[src/common/iso14443a_rx_consts.svh]
// timing constants for the iso 14443-a receive path, counted in clock cycles

`ifndef ISO14443A_RX_CONSTS_SVH
`define ISO14443A_RX_CONSTS_SVH

// ========================================
// bit timing
// ========================================

// clock cycles in one bit period of the demodulated field
`define RX_BIT_PERIOD 16

// cycles in half a bit period
// a pause that starts before this offset is a Z, one that starts at or after it is an X
`define RX_HALF_PERIOD 8

// ========================================
// framing
// ========================================

// consecutive Y symbols after which the sampler stops tracking bit periods
// and waits for the next falling edge of the pause signal
`define RX_IDLE_SYMBOLS 2

`endif

[src/common/iso14443a_rx_pkg.sv]
// shared symbol, bit and event types of the iso 14443-a receive path

`default_nettype none

package iso14443a_rx_pkg;

    // ========================================
    // modified miller symbols
    // ========================================

    // X has a pause in the second half of the bit period, Z in the first half
    // and Y has none, more than one pause in a period is reported as an error
    typedef enum logic [1:0] {
        SYM_X   = 2'd0,
        SYM_Y   = 2'd1,
        SYM_Z   = 2'd2,
        SYM_ERR = 2'd3
    } miller_sym_e;

    // one symbol per bit period, sym only means something while valid is high
    typedef struct packed {
        logic        valid;
        miller_sym_e sym;
    } rx_symbol_t;

    // ========================================
    // decoded frame bits
    // ========================================

    // at most one of the four strobes is high in any cycle
    typedef struct packed {
        logic soc;
        logic eoc;
        logic error;
        logic bit_valid;
        logic value;
    } rx_bit_t;

    // byte level events, data_bits is 0 for a full byte
    // and gives the bit count of a partial byte delivered with eoc
    typedef struct packed {
        logic       soc;
        logic       eoc;
        logic       error;
        logic       data_valid;
        logic [7:0] data;
        logic [2:0] data_bits;
    } rx_event_t;

endpackage

`default_nettype wire

[src/verilog/miller_symbol_sampler.sv]
// modified miller sampler, aligns to the first pause and classifies each bit period

`default_nettype none

`include "iso14443a_rx_consts.svh"

module miller_symbol_sampler (
    input  logic                         clk,
    input  logic                         rst_n,
    input  logic                         pause_n,
    output iso14443a_rx_pkg::rx_symbol_t symbol
);
    import iso14443a_rx_pkg::*;

    localparam int CNT_W = $clog2(`RX_BIT_PERIOD);
    localparam int RUN_W = $clog2(`RX_IDLE_SYMBOLS + 1);
    localparam logic [CNT_W-1:0] LAST_CNT = CNT_W'(`RX_BIT_PERIOD - 1);
    localparam logic [CNT_W-1:0] HALF_CNT = CNT_W'(`RX_HALF_PERIOD);
    localparam logic [RUN_W-1:0] IDLE_RUN = RUN_W'(`RX_IDLE_SYMBOLS);

    logic              in_frame;
    logic              pause_q;
    logic              pause_fall;
    logic [CNT_W-1:0]  cnt;
    logic [1:0]        pause_cnt;
    logic [1:0]        pause_cnt_next;
    logic              first_late;
    logic              late_next;
    logic [RUN_W-1:0]  y_run;
    miller_sym_e       sym_next;

    // pause_n is expected to be synchronous to clk already
    // a pause is counted once, on its falling edge
    assign pause_fall = pause_q & ~pause_n;

    // ========================================
    // per period pause bookkeeping
    // ========================================

    always_comb begin
        pause_cnt_next = pause_cnt;
        late_next      = first_late;
        if (pause_fall) begin
            // only the first pause of a period decides between X and Z
            if (pause_cnt == 2'd0) begin
                late_next = (cnt >= HALF_CNT);
            end
            // saturate at two, anything above one pause is an error anyway
            if (pause_cnt != 2'd2) begin
                pause_cnt_next = pause_cnt + 2'd1;
            end
        end

        // classification including a pause that starts in the last cycle
        case (pause_cnt_next)
            2'd0:    sym_next = SYM_Y;
            2'd1:    sym_next = late_next ? SYM_X : SYM_Z;
            default: sym_next = SYM_ERR;
        endcase
    end

    // ========================================
    // framing and symbol output
    // ========================================

    always_ff @(posedge clk or negedge rst_n) begin
        if (!rst_n) begin
            in_frame   <= 1'b0;
            pause_q    <= 1'b1;
            cnt        <= '0;
            pause_cnt  <= 2'd0;
            first_late <= 1'b0;
            y_run      <= '0;
            symbol     <= '0;
        end else begin
            pause_q      <= pause_n;
            symbol.valid <= 1'b0;

            if (!in_frame) begin
                // the first pause defines offset 0 of the bit grid
                if (pause_fall) begin
                    in_frame   <= 1'b1;
                    cnt        <= CNT_W'(1);
                    pause_cnt  <= 2'd1;
                    first_late <= 1'b0;
                    y_run      <= '0;
                end
            end else if (cnt == LAST_CNT) begin
                symbol.valid <= 1'b1;
                symbol.sym   <= sym_next;
                cnt          <= '0;
                pause_cnt    <= 2'd0;
                first_late   <= 1'b0;

                if (sym_next == SYM_ERR) begin
                    // the grid can no longer be trusted, wait for a fresh pause
                    in_frame <= 1'b0;
                    y_run    <= '0;
                end else if (sym_next == SYM_Y) begin
                    if (y_run == IDLE_RUN - RUN_W'(1)) begin
                        in_frame <= 1'b0;
                        y_run    <= '0;
                    end else begin
                        y_run <= y_run + RUN_W'(1);
                    end
                end else begin
                    y_run <= '0;
                end
            end else begin
                cnt        <= cnt + CNT_W'(1);
                pause_cnt  <= pause_cnt_next;
                first_late <= late_next;
            end
        end
    end

endmodule

`default_nettype wire

[src/rx_frame/miller_frame_decode.sv]
// modified miller frame decoder, turns symbols into soc, data bits, eoc and error

`default_nettype none

module miller_frame_decode (
    input  logic                         clk,
    input  logic                         rst_n,
    input  iso14443a_rx_pkg::rx_symbol_t symbol,
    output iso14443a_rx_pkg::rx_bit_t    rx_bit
);
    import iso14443a_rx_pkg::*;

    logic    active;
    logic    active_next;
    logic    prev_bit;
    logic    prev_next;
    rx_bit_t bit_next;

    // ========================================
    // sequence rules
    // ========================================

    always_comb begin
        bit_next    = '0;
        active_next = active;
        prev_next   = prev_bit;

        if (symbol.valid) begin
            if (!active) begin
                // only a Z can open a frame, other symbols on an idle line are noise
                if (symbol.sym == SYM_Z) begin
                    bit_next.soc = 1'b1;
                    active_next  = 1'b1;
                    // start of frame acts as a logical 0 for the next symbol
                    prev_next    = 1'b0;
                end
            end else begin
                case (symbol.sym)
                    SYM_X: begin
                        bit_next.bit_valid = 1'b1;
                        bit_next.value     = 1'b1;
                        prev_next          = 1'b1;
                    end
                    SYM_Y: begin
                        if (prev_bit) begin
                            // a 0 following a 1 is sent without a pause
                            bit_next.bit_valid = 1'b1;
                            bit_next.value     = 1'b0;
                            prev_next          = 1'b0;
                        end else begin
                            // logical 0 then no pause marks the end of the frame
                            bit_next.eoc = 1'b1;
                            active_next  = 1'b0;
                        end
                    end
                    SYM_Z: begin
                        if (!prev_bit) begin
                            bit_next.bit_valid = 1'b1;
                            bit_next.value     = 1'b0;
                        end else begin
                            // Z may never follow a 1
                            bit_next.error = 1'b1;
                            active_next    = 1'b0;
                        end
                    end
                    default: begin
                        bit_next.error = 1'b1;
                        active_next    = 1'b0;
                    end
                endcase
            end
        end
    end

    // ========================================
    // state and output registers
    // ========================================

    always_ff @(posedge clk or negedge rst_n) begin
        if (!rst_n) begin
            active   <= 1'b0;
            prev_bit <= 1'b0;
            rx_bit   <= '0;
        end else begin
            active   <= active_next;
            prev_bit <= prev_next;
            rx_bit   <= bit_next;
        end
    end

endmodule

`default_nettype wire

[src/rx_frame/rx_byte_assembler.sv]
// byte assembler, packs frame bits LSB first, checks odd parity and emits rx events

`default_nettype none

module rx_byte_assembler (
    input  logic                        clk,
    input  logic                        rst_n,
    input  iso14443a_rx_pkg::rx_bit_t   rx_bit,
    output iso14443a_rx_pkg::rx_event_t rx_event
);
    import iso14443a_rx_pkg::*;

    logic [7:0] shift;
    logic [7:0] shift_next;
    logic [3:0] count;
    logic [3:0] count_next;
    logic       par;
    logic       par_next;
    logic       skip;
    logic       skip_next;
    rx_event_t  ev_next;

    // ========================================
    // event decision
    // ========================================

    always_comb begin
        ev_next    = '0;
        shift_next = shift;
        count_next = count;
        par_next   = par;
        skip_next  = skip;

        if (rx_bit.soc) begin
            ev_next.soc = 1'b1;
            count_next  = 4'd0;
            skip_next   = 1'b0;
        end else if (rx_bit.error) begin
            // a decoder error ends the frame, no eoc will follow
            ev_next.error = 1'b1;
            count_next    = 4'd0;
            skip_next     = 1'b0;
        end else if (rx_bit.eoc) begin
            ev_next.eoc = 1'b1;
            // after a parity error the frame has already been flagged
            if (!skip) begin
                if (count == 4'd8) begin
                    // eight data bits but the parity bit never came
                    ev_next.error = 1'b1;
                end else if (count != 4'd0) begin
                    // short frame, the partial byte rides on the eoc event
                    ev_next.data_valid = 1'b1;
                    ev_next.data_bits  = count[2:0];
                    ev_next.data       = shift;
                end
            end
            count_next = 4'd0;
            skip_next  = 1'b0;
        end else if (rx_bit.bit_valid && !skip) begin
            if (count == 4'd8) begin
                // ninth bit is the parity bit, data ones plus parity must be odd
                if (par ^ rx_bit.value) begin
                    ev_next.data_valid = 1'b1;
                    ev_next.data       = shift;
                end else begin
                    ev_next.error = 1'b1;
                    skip_next     = 1'b1;
                end
                count_next = 4'd0;
            end else begin
                if (count == 4'd0) begin
                    // first bit of a byte also clears the bits not yet received
                    shift_next = {7'b0, rx_bit.value};
                    par_next   = rx_bit.value;
                end else begin
                    shift_next[count[2:0]] = rx_bit.value;
                    par_next               = par ^ rx_bit.value;
                end
                count_next = count + 4'd1;
            end
        end
    end

    // ========================================
    // registers
    // ========================================

    always_ff @(posedge clk or negedge rst_n) begin
        if (!rst_n) begin
            count    <= 4'd0;
            skip     <= 1'b0;
            rx_event <= '0;
        end else begin
            count    <= count_next;
            skip     <= skip_next;
            rx_event <= ev_next;
        end
    end

    // byte shift register and running parity
    always_ff @(posedge clk) begin
        shift <= shift_next;
        par   <= par_next;
    end

endmodule

`default_nettype wire

[src/verilog/iso14443a_rx_top.sv]
// iso 14443-a card receive path, from the sampled pause signal to byte events

`default_nettype none

module iso14443a_rx_top (
    input  logic                        clk,
    input  logic                        rst_n,
    input  logic                        pause_n,
    output iso14443a_rx_pkg::rx_event_t rx_event
);
    import iso14443a_rx_pkg::*;

    // one symbol per bit period from the sampler
    rx_symbol_t symbol;

    // decoded frame bits, one cycle after each symbol
    rx_bit_t    rx_bit;

    // ========================================
    // receive chain
    // ========================================

    miller_symbol_sampler u_sampler (
        .clk     (clk),
        .rst_n   (rst_n),
        .pause_n (pause_n),
        .symbol  (symbol)
    );

    miller_frame_decode u_frame_decode (
        .clk    (clk),
        .rst_n  (rst_n),
        .symbol (symbol),
        .rx_bit (rx_bit)
    );

    // events appear two cycles after the symbol that caused them
    rx_byte_assembler u_byte_assembler (
        .clk      (clk),
        .rst_n    (rst_n),
        .rx_bit   (rx_bit),
        .rx_event (rx_event)
    );

endmodule

`default_nettype wire

[config.mk]
export PLATFORM = sky130hd
export DESIGN_NAME = iso14443a_rx_top
export DESIGN_NICKNAME = d
export VERILOG_FILES = /design/src/common/iso14443a_rx_pkg.sv /design/src/verilog/miller_symbol_sampler.sv /design/src/rx_frame/miller_frame_decode.sv /design/src/rx_frame/rx_byte_assembler.sv /design/src/verilog/iso14443a_rx_top.sv
export VERILOG_INCLUDE_DIRS = /design/src /design/src/common
export SDC_FILE = /design/constraint.sdc
export NUM_CORES = 1
export LEC_CHECK = 0
export BUFFER_PORTS_ARGS = -buffer_cell sky130_fd_sc_hd__buf_4
export CELL_PAD_IN_SITES_DETAIL_PLACEMENT = 0
export CELL_PAD_IN_SITES_GLOBAL_PLACEMENT = 1
export CORE_ASPECT_RATIO = 0.5
export CORE_MARGIN = 4
export CORE_UTILIZATION = 40
export CTS_BUF_LIST = sky130_fd_sc_hd__clkbuf_4
export CTS_CLUSTER_DIAMETER = 30
export DETAILED_ROUTE_END_ITERATION = 8
export GPL_TIMING_DRIVEN = 0
export PLACE_DENSITY_LB_ADDON = 0.1
export SLEW_MARGIN = 15
export SYNTH_ARGS = -nofsm -noshare
export SYNTH_HDL_FRONTEND = slang
export SYNTH_HIERARCHICAL = 1
export SYNTH_SLANG_ARGS = --single-unit
[constraint.sdc]
create_clock -name clk -period 2.7 [get_ports clk]
set_clock_uncertainty 0.1 [all_clocks]
set_input_delay 0.27 -clock clk [delete_from_list [all_inputs] [get_ports clk]]
set_output_delay 0.27 -clock clk [all_outputs]
set_load 0.02 [all_outputs]
==> flow_summary.toml, run 1 <==
[route]
postRouteWirelength_mm = 4.36
routed-via-count = 1559
ant_nets = 0
drc = 0
drtIter0Drc = 36
drtPass1Iterations = 4
wl_per_cell_um = 14.5
vias_per_cell = 5.18

[global_route]
grt_pass1_vias = 1620
grt_max_degree = 42
grt_usage_pct = 14.1
grt_pass1_wl_mm = 7.65
antenna_found_initial = 0
gr-total-overflow = 0

[floorplan]
fp.dieH_um = 61.9
ios = 18
start_util_pct = 41.8
rows = 19
die_area_um2 = 7180
die_w_um = 116
core_um2 = 5560

[timing]
hold_slack_ns = 0.309
slew_headroom_pct = 50.9
grt_setup_unrepaired = "no"
final.period_utilization_pct = 81.2
fmax_mhz = 456
tns_ns = 0
fin_crit_ns = 2.19
setup_violations = 0
hold_viol = 0
tightest_slew_ns = 0.726
maxSlewViolCount = 0

[worst_setup_path]
worstPathMaxFanout = 10
r2r_cells = 6
endpoint = "u_byte_assembler/shift[1]"
arrival_ns = 2.14
crit_path_start_kind = "flip-flop"
reg2reg_slack_ns = 0.51
setup.worst_path.end_class = "flip-flop"
rr_endpoint = "u_byte_assembler/shift[1]"
critPathKind = "reg -> reg"
reg2reg_from = "u_byte_assembler/count[0]"
critical_path.startpoint = "u_byte_assembler/count[0]"
critPathRequiredTime_ns = 2.65

[final_layout]
nNetsFinal = 237
num-fill-cells = 501
drive_gt1_share_pct = 17.5
area_growth_syn_to_layout_pct = 12.6
fin_util_pct = 47.1
diodes = 0
final-instance-count-excl-fill = 301

[power]
p_per_area_nw_per_um2 = 763
p_leak_nw = 1.20
p_total_w = 0.00200
ir_drop_mv = 0.360

[synthesis]
synth_most_common_cell = "dfrtp_1"
ys.flop_type = "dfrtp_1"
ys_seq_area_share_pct = 55.8
synthTopCellsByCount = "dfrtp_1, nor2_1, inv_1, nand2_1, mux2i_1"
synthCells = 201
synth_top_cell_area_share_pct = 43.0
synth_edf_count = 9
synth_cell_type_count = 54
ys_seq_elements = 50
postSynthAreaPerCell_um2 = 11.6
synthArstFlopShare_pct = 82.0
ys_top_cells_by_area = "dfrtp_1, edfxtp_1, mux2i_1"
yosysWarnings = 6
synth_top_area_cell = "dfrtp_1"
syn-num-nets = 211
syn_area_um2 = 2330

[cts]
cts_setup_buffers = 0
path_clk_slew_ns = 0.14
clk_latency_ns = 0.36
cts_max_path_buffers = 2
root_buffer = "clkbuf_4"
numCtsBuffers = 5
clock_sinks = 50
htree_levels = 2
cts_tree = "built"

[hold_path]
holdCritPathClass = "in -> async"

[place]
globalplace.congestion = 0.759
dp_cells = 291
portBuffers = 17
hpwl_mm = 2.89

[outcome]
outcome = "finished clean"

[run]
cap_violations = 0
routing by layer:
layer,vias to the layer above,global-route usage (%),wire [um]
li1,765,-,-
met1,755,18.3,2160
met2,32,21.8,1940
met3,7,4.64,205
met4,0,6.28,55
met5,-,0,0
power breakdown:
| group | internal, W | switching (W) | total (W) | leakage, nW |
|---|---|---|---|---|
| combinational | 0.000268 | 0.000370 | 0.000638 | 0.539 |
| sequential | 0.000896 | 0.000122 | 0.00102 | 0.627 |
| clock | 0.000109 | 0.000235 | 0.000344 | 0.0331 |
| total | 0.00127 | 0.000728 | 0.00200 | 1.20 |
layout by cell type, fill, tap and decap left out, types with 7 or more instances in the layout:
cell       n
ha_1       7
edfxtp_1   9
inv_1     11
buf_4     17
a21boi_0   8
mux2i_1   10
nor3b_1    7
dfrtp_1   40
nor2_1    14
nand2_1   11
worst max-delay path, cell delays in order, from the launching register on:
cell and delay, ns:
dfrtp_1 0.38, clkbuf_1 0.33, inv_1 0.19, ha_1 0.30, nand3b_1 0.13, nand3_1 0.14
inv_1 0.31
kinds of logic after synthesis:
group | Yosys count | synth area share [%]
AND/OR/NAND/NOR | 70 | 19.0
flip-flops | 50 | 55.8
buffers and inverters | 21 | 3.55
adder cells (fa/ha/maj) | 7 | 3.76
XOR/XNOR | 2 | 0.753
AO/OA/AOI/OAI | 40 | 12.2
multiplexers | 11 | 4.95
state kept, by name (all words and copies together) (netlist names), 2 cells and up:
register / count
u_sampler/cnt: 4
u_sampler/symbol: 3
u_byte_assembler/shift: 8
u_sampler/y_run: 2
u_frame_decode/rx_bit: 5
u_byte_assembler/rx_event: 15
u_byte_assembler/count: 4
u_sampler/pause_cnt: 2
per-stage QoR:
step | cell area (um2) | worst slack [ns]
floorplan | 2330 | 0.905
global placement | 2550 | 0.517
detailed placement | 2550 | 0.464
CTS | 2620 | 0.441
global route | 2620 | 0.296
finish | 2620 | 0.507
area by class of cell:
cell class	instances	area [um2]	share of cell area [%]
sequential	50	1300	49.5
multi-input combinational	130	947	36.2
timing repair buffer	19	148	5.64
tap	73	91.3	3.49
clock buffer	6	45.0	1.72
inverter	12	45.0	1.72
buffer	9	37.5	1.43
clock inverter	2	8.76	0.334
worst min-delay path by stage:
stage / startpoint / end / slack [ns] / cells after the start
after detailed placement: rst_n / u_byte_assembler/rx_event[3] / 0.19 / 1
after global routing: rst_n / u_byte_assembler/rx_event[11] / 0.33 / 2
after global placement: rst_n / u_byte_assembler/rx_event[1] / 0.18 / 1
final: rst_n / u_byte_assembler/rx_event[11] / 0.31 / 2
after CTS: rst_n / u_byte_assembler/rx_event[11] / 0.31 / 2
after floorplan: rst_n / u_byte_assembler/count[0] / -0.13 / 0
timing repair:
item,4_1_cts,5_1_grt
hold buffers,2,0
endpoints found under the hold margin,41,0
gates resized for setup,0,0
Power figures use the tool's default switching activity.
==> run 2, diff against run 1 <==
==> constraint.sdc (replaced) <==
create_clock -name clk -period 2.2 [get_ports clk]
set_clock_uncertainty 0.1 [all_clocks]
set_input_delay 0.22 -clock clk [delete_from_list [all_inputs] [get_ports clk]]
set_output_delay 0.22 -clock clk [all_outputs]
set_load 0.02 [all_outputs]
==> run 2 against run 1 <==
Worst setup slack worse by 0.36 ns. Non-clock buffer count down 2. Clock power up 22%. Hold slack worse by 0.054 ns. Cell area down 0.29%. Via count about the same. Final cell count down 0.66%. Register-to-register slack worse by 0.36 ns. Global-route usage unchanged. Routed wire length down 0.44%. Highest routed layer unchanged.
==> flow_summary.toml, run 2 (synthesis gave the netlist of run 1 again) <==
[timing]
hold_viol = 0
final.period_utilization_pct = 93.3
slew_headroom_pct = 47.8
grt_setup_unrepaired = "no"
fin_crit_ns = 2.05
setup_violations = 0
maxSlewViolCount = 0
fmax_mhz = 487
tightest_slew_ns = 0.771
tns_ns = 0

[place]
globalplace.congestion = 0.759
hpwl_mm = 2.89
portBuffers = 17
dp_cells = 291

[global_route]
grt_max_degree = 42
grt_pass1_vias = 1619
grt_usage_pct = 14.1
grt_pass1_wl_mm = 7.65
gr-total-overflow = 0
antenna_found_initial = 0

[route]
vias_per_cell = 5.22
postRouteWirelength_mm = 4.34
drtPass1Iterations = 4
ant_nets = 0
drc = 0
wl_per_cell_um = 14.5
drtIter0Drc = 38
routed-via-count = 1560

[worst_setup_path]
setup.worst_path.end_class = "flip-flop"
arrival_ns = 2.24
critPathKind = "reg -> reg"
worstPathMaxFanout = 10
crit_path_start_kind = "flip-flop"
critPathRequiredTime_ns = 2.39

[cts]
cts_resized = 0
path_clk_slew_ns = 0.14
clk_latency_ns = 0.37
cts_max_path_buffers = 2
root_buffer = "clkbuf_4"
htree_levels = 2
cts_tree = "built"
numCtsBuffers = 5
clock_sinks = 50

[final_layout]
largest_register_ffs = 15
area_growth_syn_to_layout_pct = 12.3
layout_common_cells = "dfrtp_1, buf_4, nor2_1"
largest_registers = "u_byte_assembler/rx_event x15, u_byte_assembler/shift x8, u_frame_decode/rx_bit x5"
nNetsFinal = 235
top_register = "u_byte_assembler/rx_event"
layout_commonest_cell = "dfrtp_1"
drive_gt1_share_pct = 17.7
final-instance-count-excl-fill = 299
diodes = 0

[power]
p_per_area_nw_per_um2 = 936
ir_drop_mv = 0.440
p_leak_nw = 1.20

[floorplan]
rows = 19
core_um2 = 5560
ios = 18
fp.dieH_um = 61.9
die_area_um2 = 7180
start_util_pct = 41.8
die_w_um = 116

[run]
cap_violations = 0

[hold_path]
holdCritPathClass = "in -> async"

[outcome]
outcome = "finished clean"
-- run 2: power breakdown --
| part | leakage [nW] | total (W) | internal [W] | switching (W) |
|---|---|---|---|---|
| Clock | 0.0331 | 0.000419 | 0.000133 | 0.000286 |
| Combinational | 0.537 | 0.000747 | 0.000324 | 0.000423 |
| Sequential | 0.627 | 0.00128 | 0.00110 | 0.000179 |
-- run 2: worst paths after layout --
path                                                 end  depth (start not counted)                startpoint  slack (ns)
min                        u_byte_assembler/rx_event[11]                          2                     rst_n        0.26
max in group asynchronous              u_sampler/pause_q                          2                     rst_n        1.36
max reg2reg                 u_byte_assembler/rx_event[7]                          3  u_frame_decode/rx_bit[4]        0.15
min reg2reg                u_byte_assembler/rx_event[14]                          0  u_frame_decode/rx_bit[4]        0.41
max                         u_byte_assembler/rx_event[7]                          3  u_frame_decode/rx_bit[4]        0.15
min in group clk           u_byte_assembler/rx_event[14]                          0  u_frame_decode/rx_bit[4]        0.41
-- run 2: metrics by stage --
| step | utilization, % | power [W] | setup slack (ns) | area, um2 | hold WS (ns) |
|---|---|---|---|---|---|
| floorplan | - | 0.00184 | 0.405 | 2330 | -0.176 |
| global placement | 45.8 | 0.00203 | 0.0174 | 2550 | 0.132 |
| detailed placement | 45.8 | 0.00205 | -0.0356 | 2550 | 0.144 |
| CTS | 47.0 | 0.00250 | 0.0115 | 2620 | 0.259 |
| global route | 47.0 | 0.00266 | 0.00449 | 2610 | 0.285 |
| finish | 47.0 | 0.00244 | 0.148 | 2610 | 0.256 |
-- run 2: repair_timing --
item                                    CTS  global route
endpoints found under the setup margin    8            17
gates cloned                              0             0
hold buffers                              2             0
buffers inserted                          0             0
endpoints found under the hold margin    41             0
-- run 2: critical path: stages, from the launching register on --
cell,delay [ns]
dfrtp_1,0.46
nor4b_1,0.72
nand2_1,0.43
a21boi_0,0.28
-- run 2: layout make-up --
| class | instances | area (um2) |
|---|---|---|
| fill | 503 | 2950 |
| sequential | 50 | 1300 |
| multi-input combinational | 130 | 947 |
| timing repair buffer | 19 | 148 |
| tap | 73 | 91.3 |
| clock buffer | 6 | 45.0 |
| inverter | 12 | 45.0 |
| buffer | 7 | 30.0 |
| clock inverter | 2 | 8.76 |
-- run 2: metal layers --
| metal | routed length [um] | GRT usage (%) |
|---|---|---|
| met5 | 0 | 0 |
| met4 | 55 | 6.28 |
| met3 | 208 | 4.64 |
| met2 | 1950 | 22.1 |
| met1 | 2130 | 18.1 |
==> run 3, diff against run 2 <==
--- a/config.mk
+++ b/config.mk
@@ -17,8 +17,10 @@
 export DETAILED_ROUTE_END_ITERATION = 8
 export GPL_TIMING_DRIVEN = 0
 export PLACE_DENSITY_LB_ADDON = 0.1
+export RECOVER_POWER = 50
 export SLEW_MARGIN = 15
 export SYNTH_ARGS = -nofsm -noshare
 export SYNTH_HDL_FRONTEND = slang
 export SYNTH_HIERARCHICAL = 1
 export SYNTH_SLANG_ARGS = --single-unit
+export TNS_END_PERCENT = 20
==> run 3 against run 2 <==
Final cell count did not move. Total power is 0.54% lower. Hold slack improved by 0.15 ns. Largest cell class unchanged. Critical path depth unchanged. Largest power group unchanged. Critical endpoint unchanged. Sequential share of layout area up 0.60 points. Routed wire length grew 0.81%.
==> flow_summary.toml, run 3 (synthesis gave the netlist of run 1 again) <==
[worst_setup_path]
critPathMaxStageDelay_ns = 0.73
critPathRequiredTime_ns = 2.39
setup.worst_path.end_class = "flip-flop"
r2r_cells = 3
crit_family = "simple AND/OR/NAND/NOR gates"
crit_chain = "nor4b_1 > nand2_1 > a21boi_0"
worstPathMaxFanout = 10
arrival_ns = 2.26
cp.depth = 3
path_buf_inv = 0
crit_path_start_kind = "flip-flop"
critPathSlowestCell = "nor4b_1"
critPathKind = "reg -> reg"

[timing]
tightest_slew_ns = 1.02
hold_slack_ns = 0.407
fmax_mhz = 482
fin_crit_ns = 2.07
grt_setup_unrepaired = "no"
final.period_utilization_pct = 94.2
slew_headroom_pct = 31.8
maxSlewViolCount = 0
hold_viol = 0
setup_violations = 0

[final_layout]
largest_register_ffs = 15
diodes = 0
layout_commonest_cell = "dfrtp_1"
ff_latch_area_um2 = 1300
area_growth_syn_to_layout_pct = 10.9
nNetsFinal = 235
multi_input_area_um2 = 933
num-fill-cells = 506
largest_registers = "u_byte_assembler/rx_event x15, u_byte_assembler/shift x8, u_frame_decode/rx_bit x5"
drive_gt1_share_pct = 15.0
layout_common_cells = "dfrtp_1, nor2_1, buf_4, nand2_1, inv_1"
top_register = "u_byte_assembler/rx_event"
fin_util_pct = 46.4

[cts]
cts_tree = "built"
root_buffer = "clkbuf_4"
cts_setup_buffers = 0
clock_sinks = 50
cts_max_path_buffers = 2
numCtsBuffers = 5
clk_latency_ns = 0.36
cts_resized = 0
htree_levels = 2
path_clk_slew_ns = 0.14

[outcome]
outcome = "finished clean"

[route]
ant_nets = 0
vias_per_cell = 5.25
routed-via-count = 1571
drtPass1Iterations = 4
wl_per_cell_um = 14.6
drtIter0Drc = 32
drc = 0
postRouteWirelength_mm = 4.38

[floorplan]
die_area_um2 = 7180
ios = 18
die_w_um = 116
start_util_pct = 41.8
rows = 19
core_um2 = 5560
fp.dieH_um = 61.9

[place]
hpwl_mm = 2.89
portBuffers = 17
globalplace.congestion = 0.759

[hold_path]
holdCritPathClass = "reg -> reg"
hold_depth = 0

[power]
comb_power_share_pct = 30.6
p_int_w = 0.00155
p_total_w = 0.00243
p_switching_w = 0.000878
netSwitchingFraction_pct = 36.1
p_seq_share_pct = 52.1
ir_drop_mv = 0.432
p_per_area_nw_per_um2 = 942
p_leak_nw = 1.17
pwr-share-clk_pct = 17.3

[global_route]
grt_pass1_wl_mm = 7.65
grt_max_degree = 42
gr-total-overflow = 0
grt_usage_pct = 14.1
antenna_found_initial = 0
grt_pass1_vias = 1619

[run]
cap_violations = 0
-- run 3: cell type report --
class	instances	share of cell area [%]
Buffer	7	1.16
Timing Repair Buffer	19	5.04
Clock inverter	2	0.339
Sequential cell	50	50.3
Tap cell	73	3.54
Clock buffer	6	1.75
Multi-Input combinational cell	130	36.2
Inverter	12	1.75
-- run 3: path summary, 6_finish.rpt --
| check | startpoint | to | slack, ns |
|---|---|---|---|
| worst min register to register | u_frame_decode/rx_bit[4] | u_byte_assembler/rx_event[14] | 0.41 |
| max in group asynchronous | rst_n | u_sampler/y_run[0] | 0.93 |
| min in group asynchronous | rst_n | u_byte_assembler/rx_event[11] | 0.44 |
| worst min-delay path | u_frame_decode/rx_bit[4] | u_byte_assembler/rx_event[14] | 0.41 |
| worst max register to register | u_frame_decode/rx_bit[4] | u_byte_assembler/rx_event[7] | 0.13 |
| worst max-delay path | u_frame_decode/rx_bit[4] | u_byte_assembler/rx_event[7] | 0.13 |
-- run 3: metrics by stage --
stage	instance area (um2)	cells	setup TNS, ns	setup WS [ns]
after floorplan	2330	201	0	0.405
after global placement	2550	291	0	0.0174
after detailed placement	2550	291	-0.281	-0.0356
after CTS	2620	300	0	0.0115
after global routing	2580	299	0	0.00449
final	2580	299	0	0.127
-- run 3: routing by layer --
| metal | wire length (um) | vias to the layer above | global-route usage, % |
|---|---|---|---|
| met5 | 0 | - | 0 |
| met1 | 2150 | 764 | 18.1 |
| met4 | 64 | 0 | 6.28 |
| li1 | - | 761 | - |
| met2 | 1950 | 37 | 22.1 |
| met3 | 214 | 9 | 4.64 |
-- run 3: power by group through the flow --
stage / Sequential (W) / Combinational (W) / Clock (W)
floorplan: 0.00124 / 0.000602 / 0
global placement: 0.00126 / 0.000769 / 0
detailed placement: 0.00127 / 0.000779 / 0
CTS: 0.00128 / 0.000766 / 0.000455
global route: 0.00131 / 0.000843 / 0.000495
finish: 0.00127 / 0.000743 / 0.000421
-- run 3: worst register-to-register path, stage by stage (launching register included) --
cell,delay [ns]
dfrtp_1,0.46
nor4b_1,0.73
nand2_1,0.44
a21boi_0,0.28
-- run 3: timing repair --
item	in CTS	in global routing
setup endpoints to repair	8	17
hold buffers	2	0
gates cloned	0	0
hold endpoints to repair	41	0
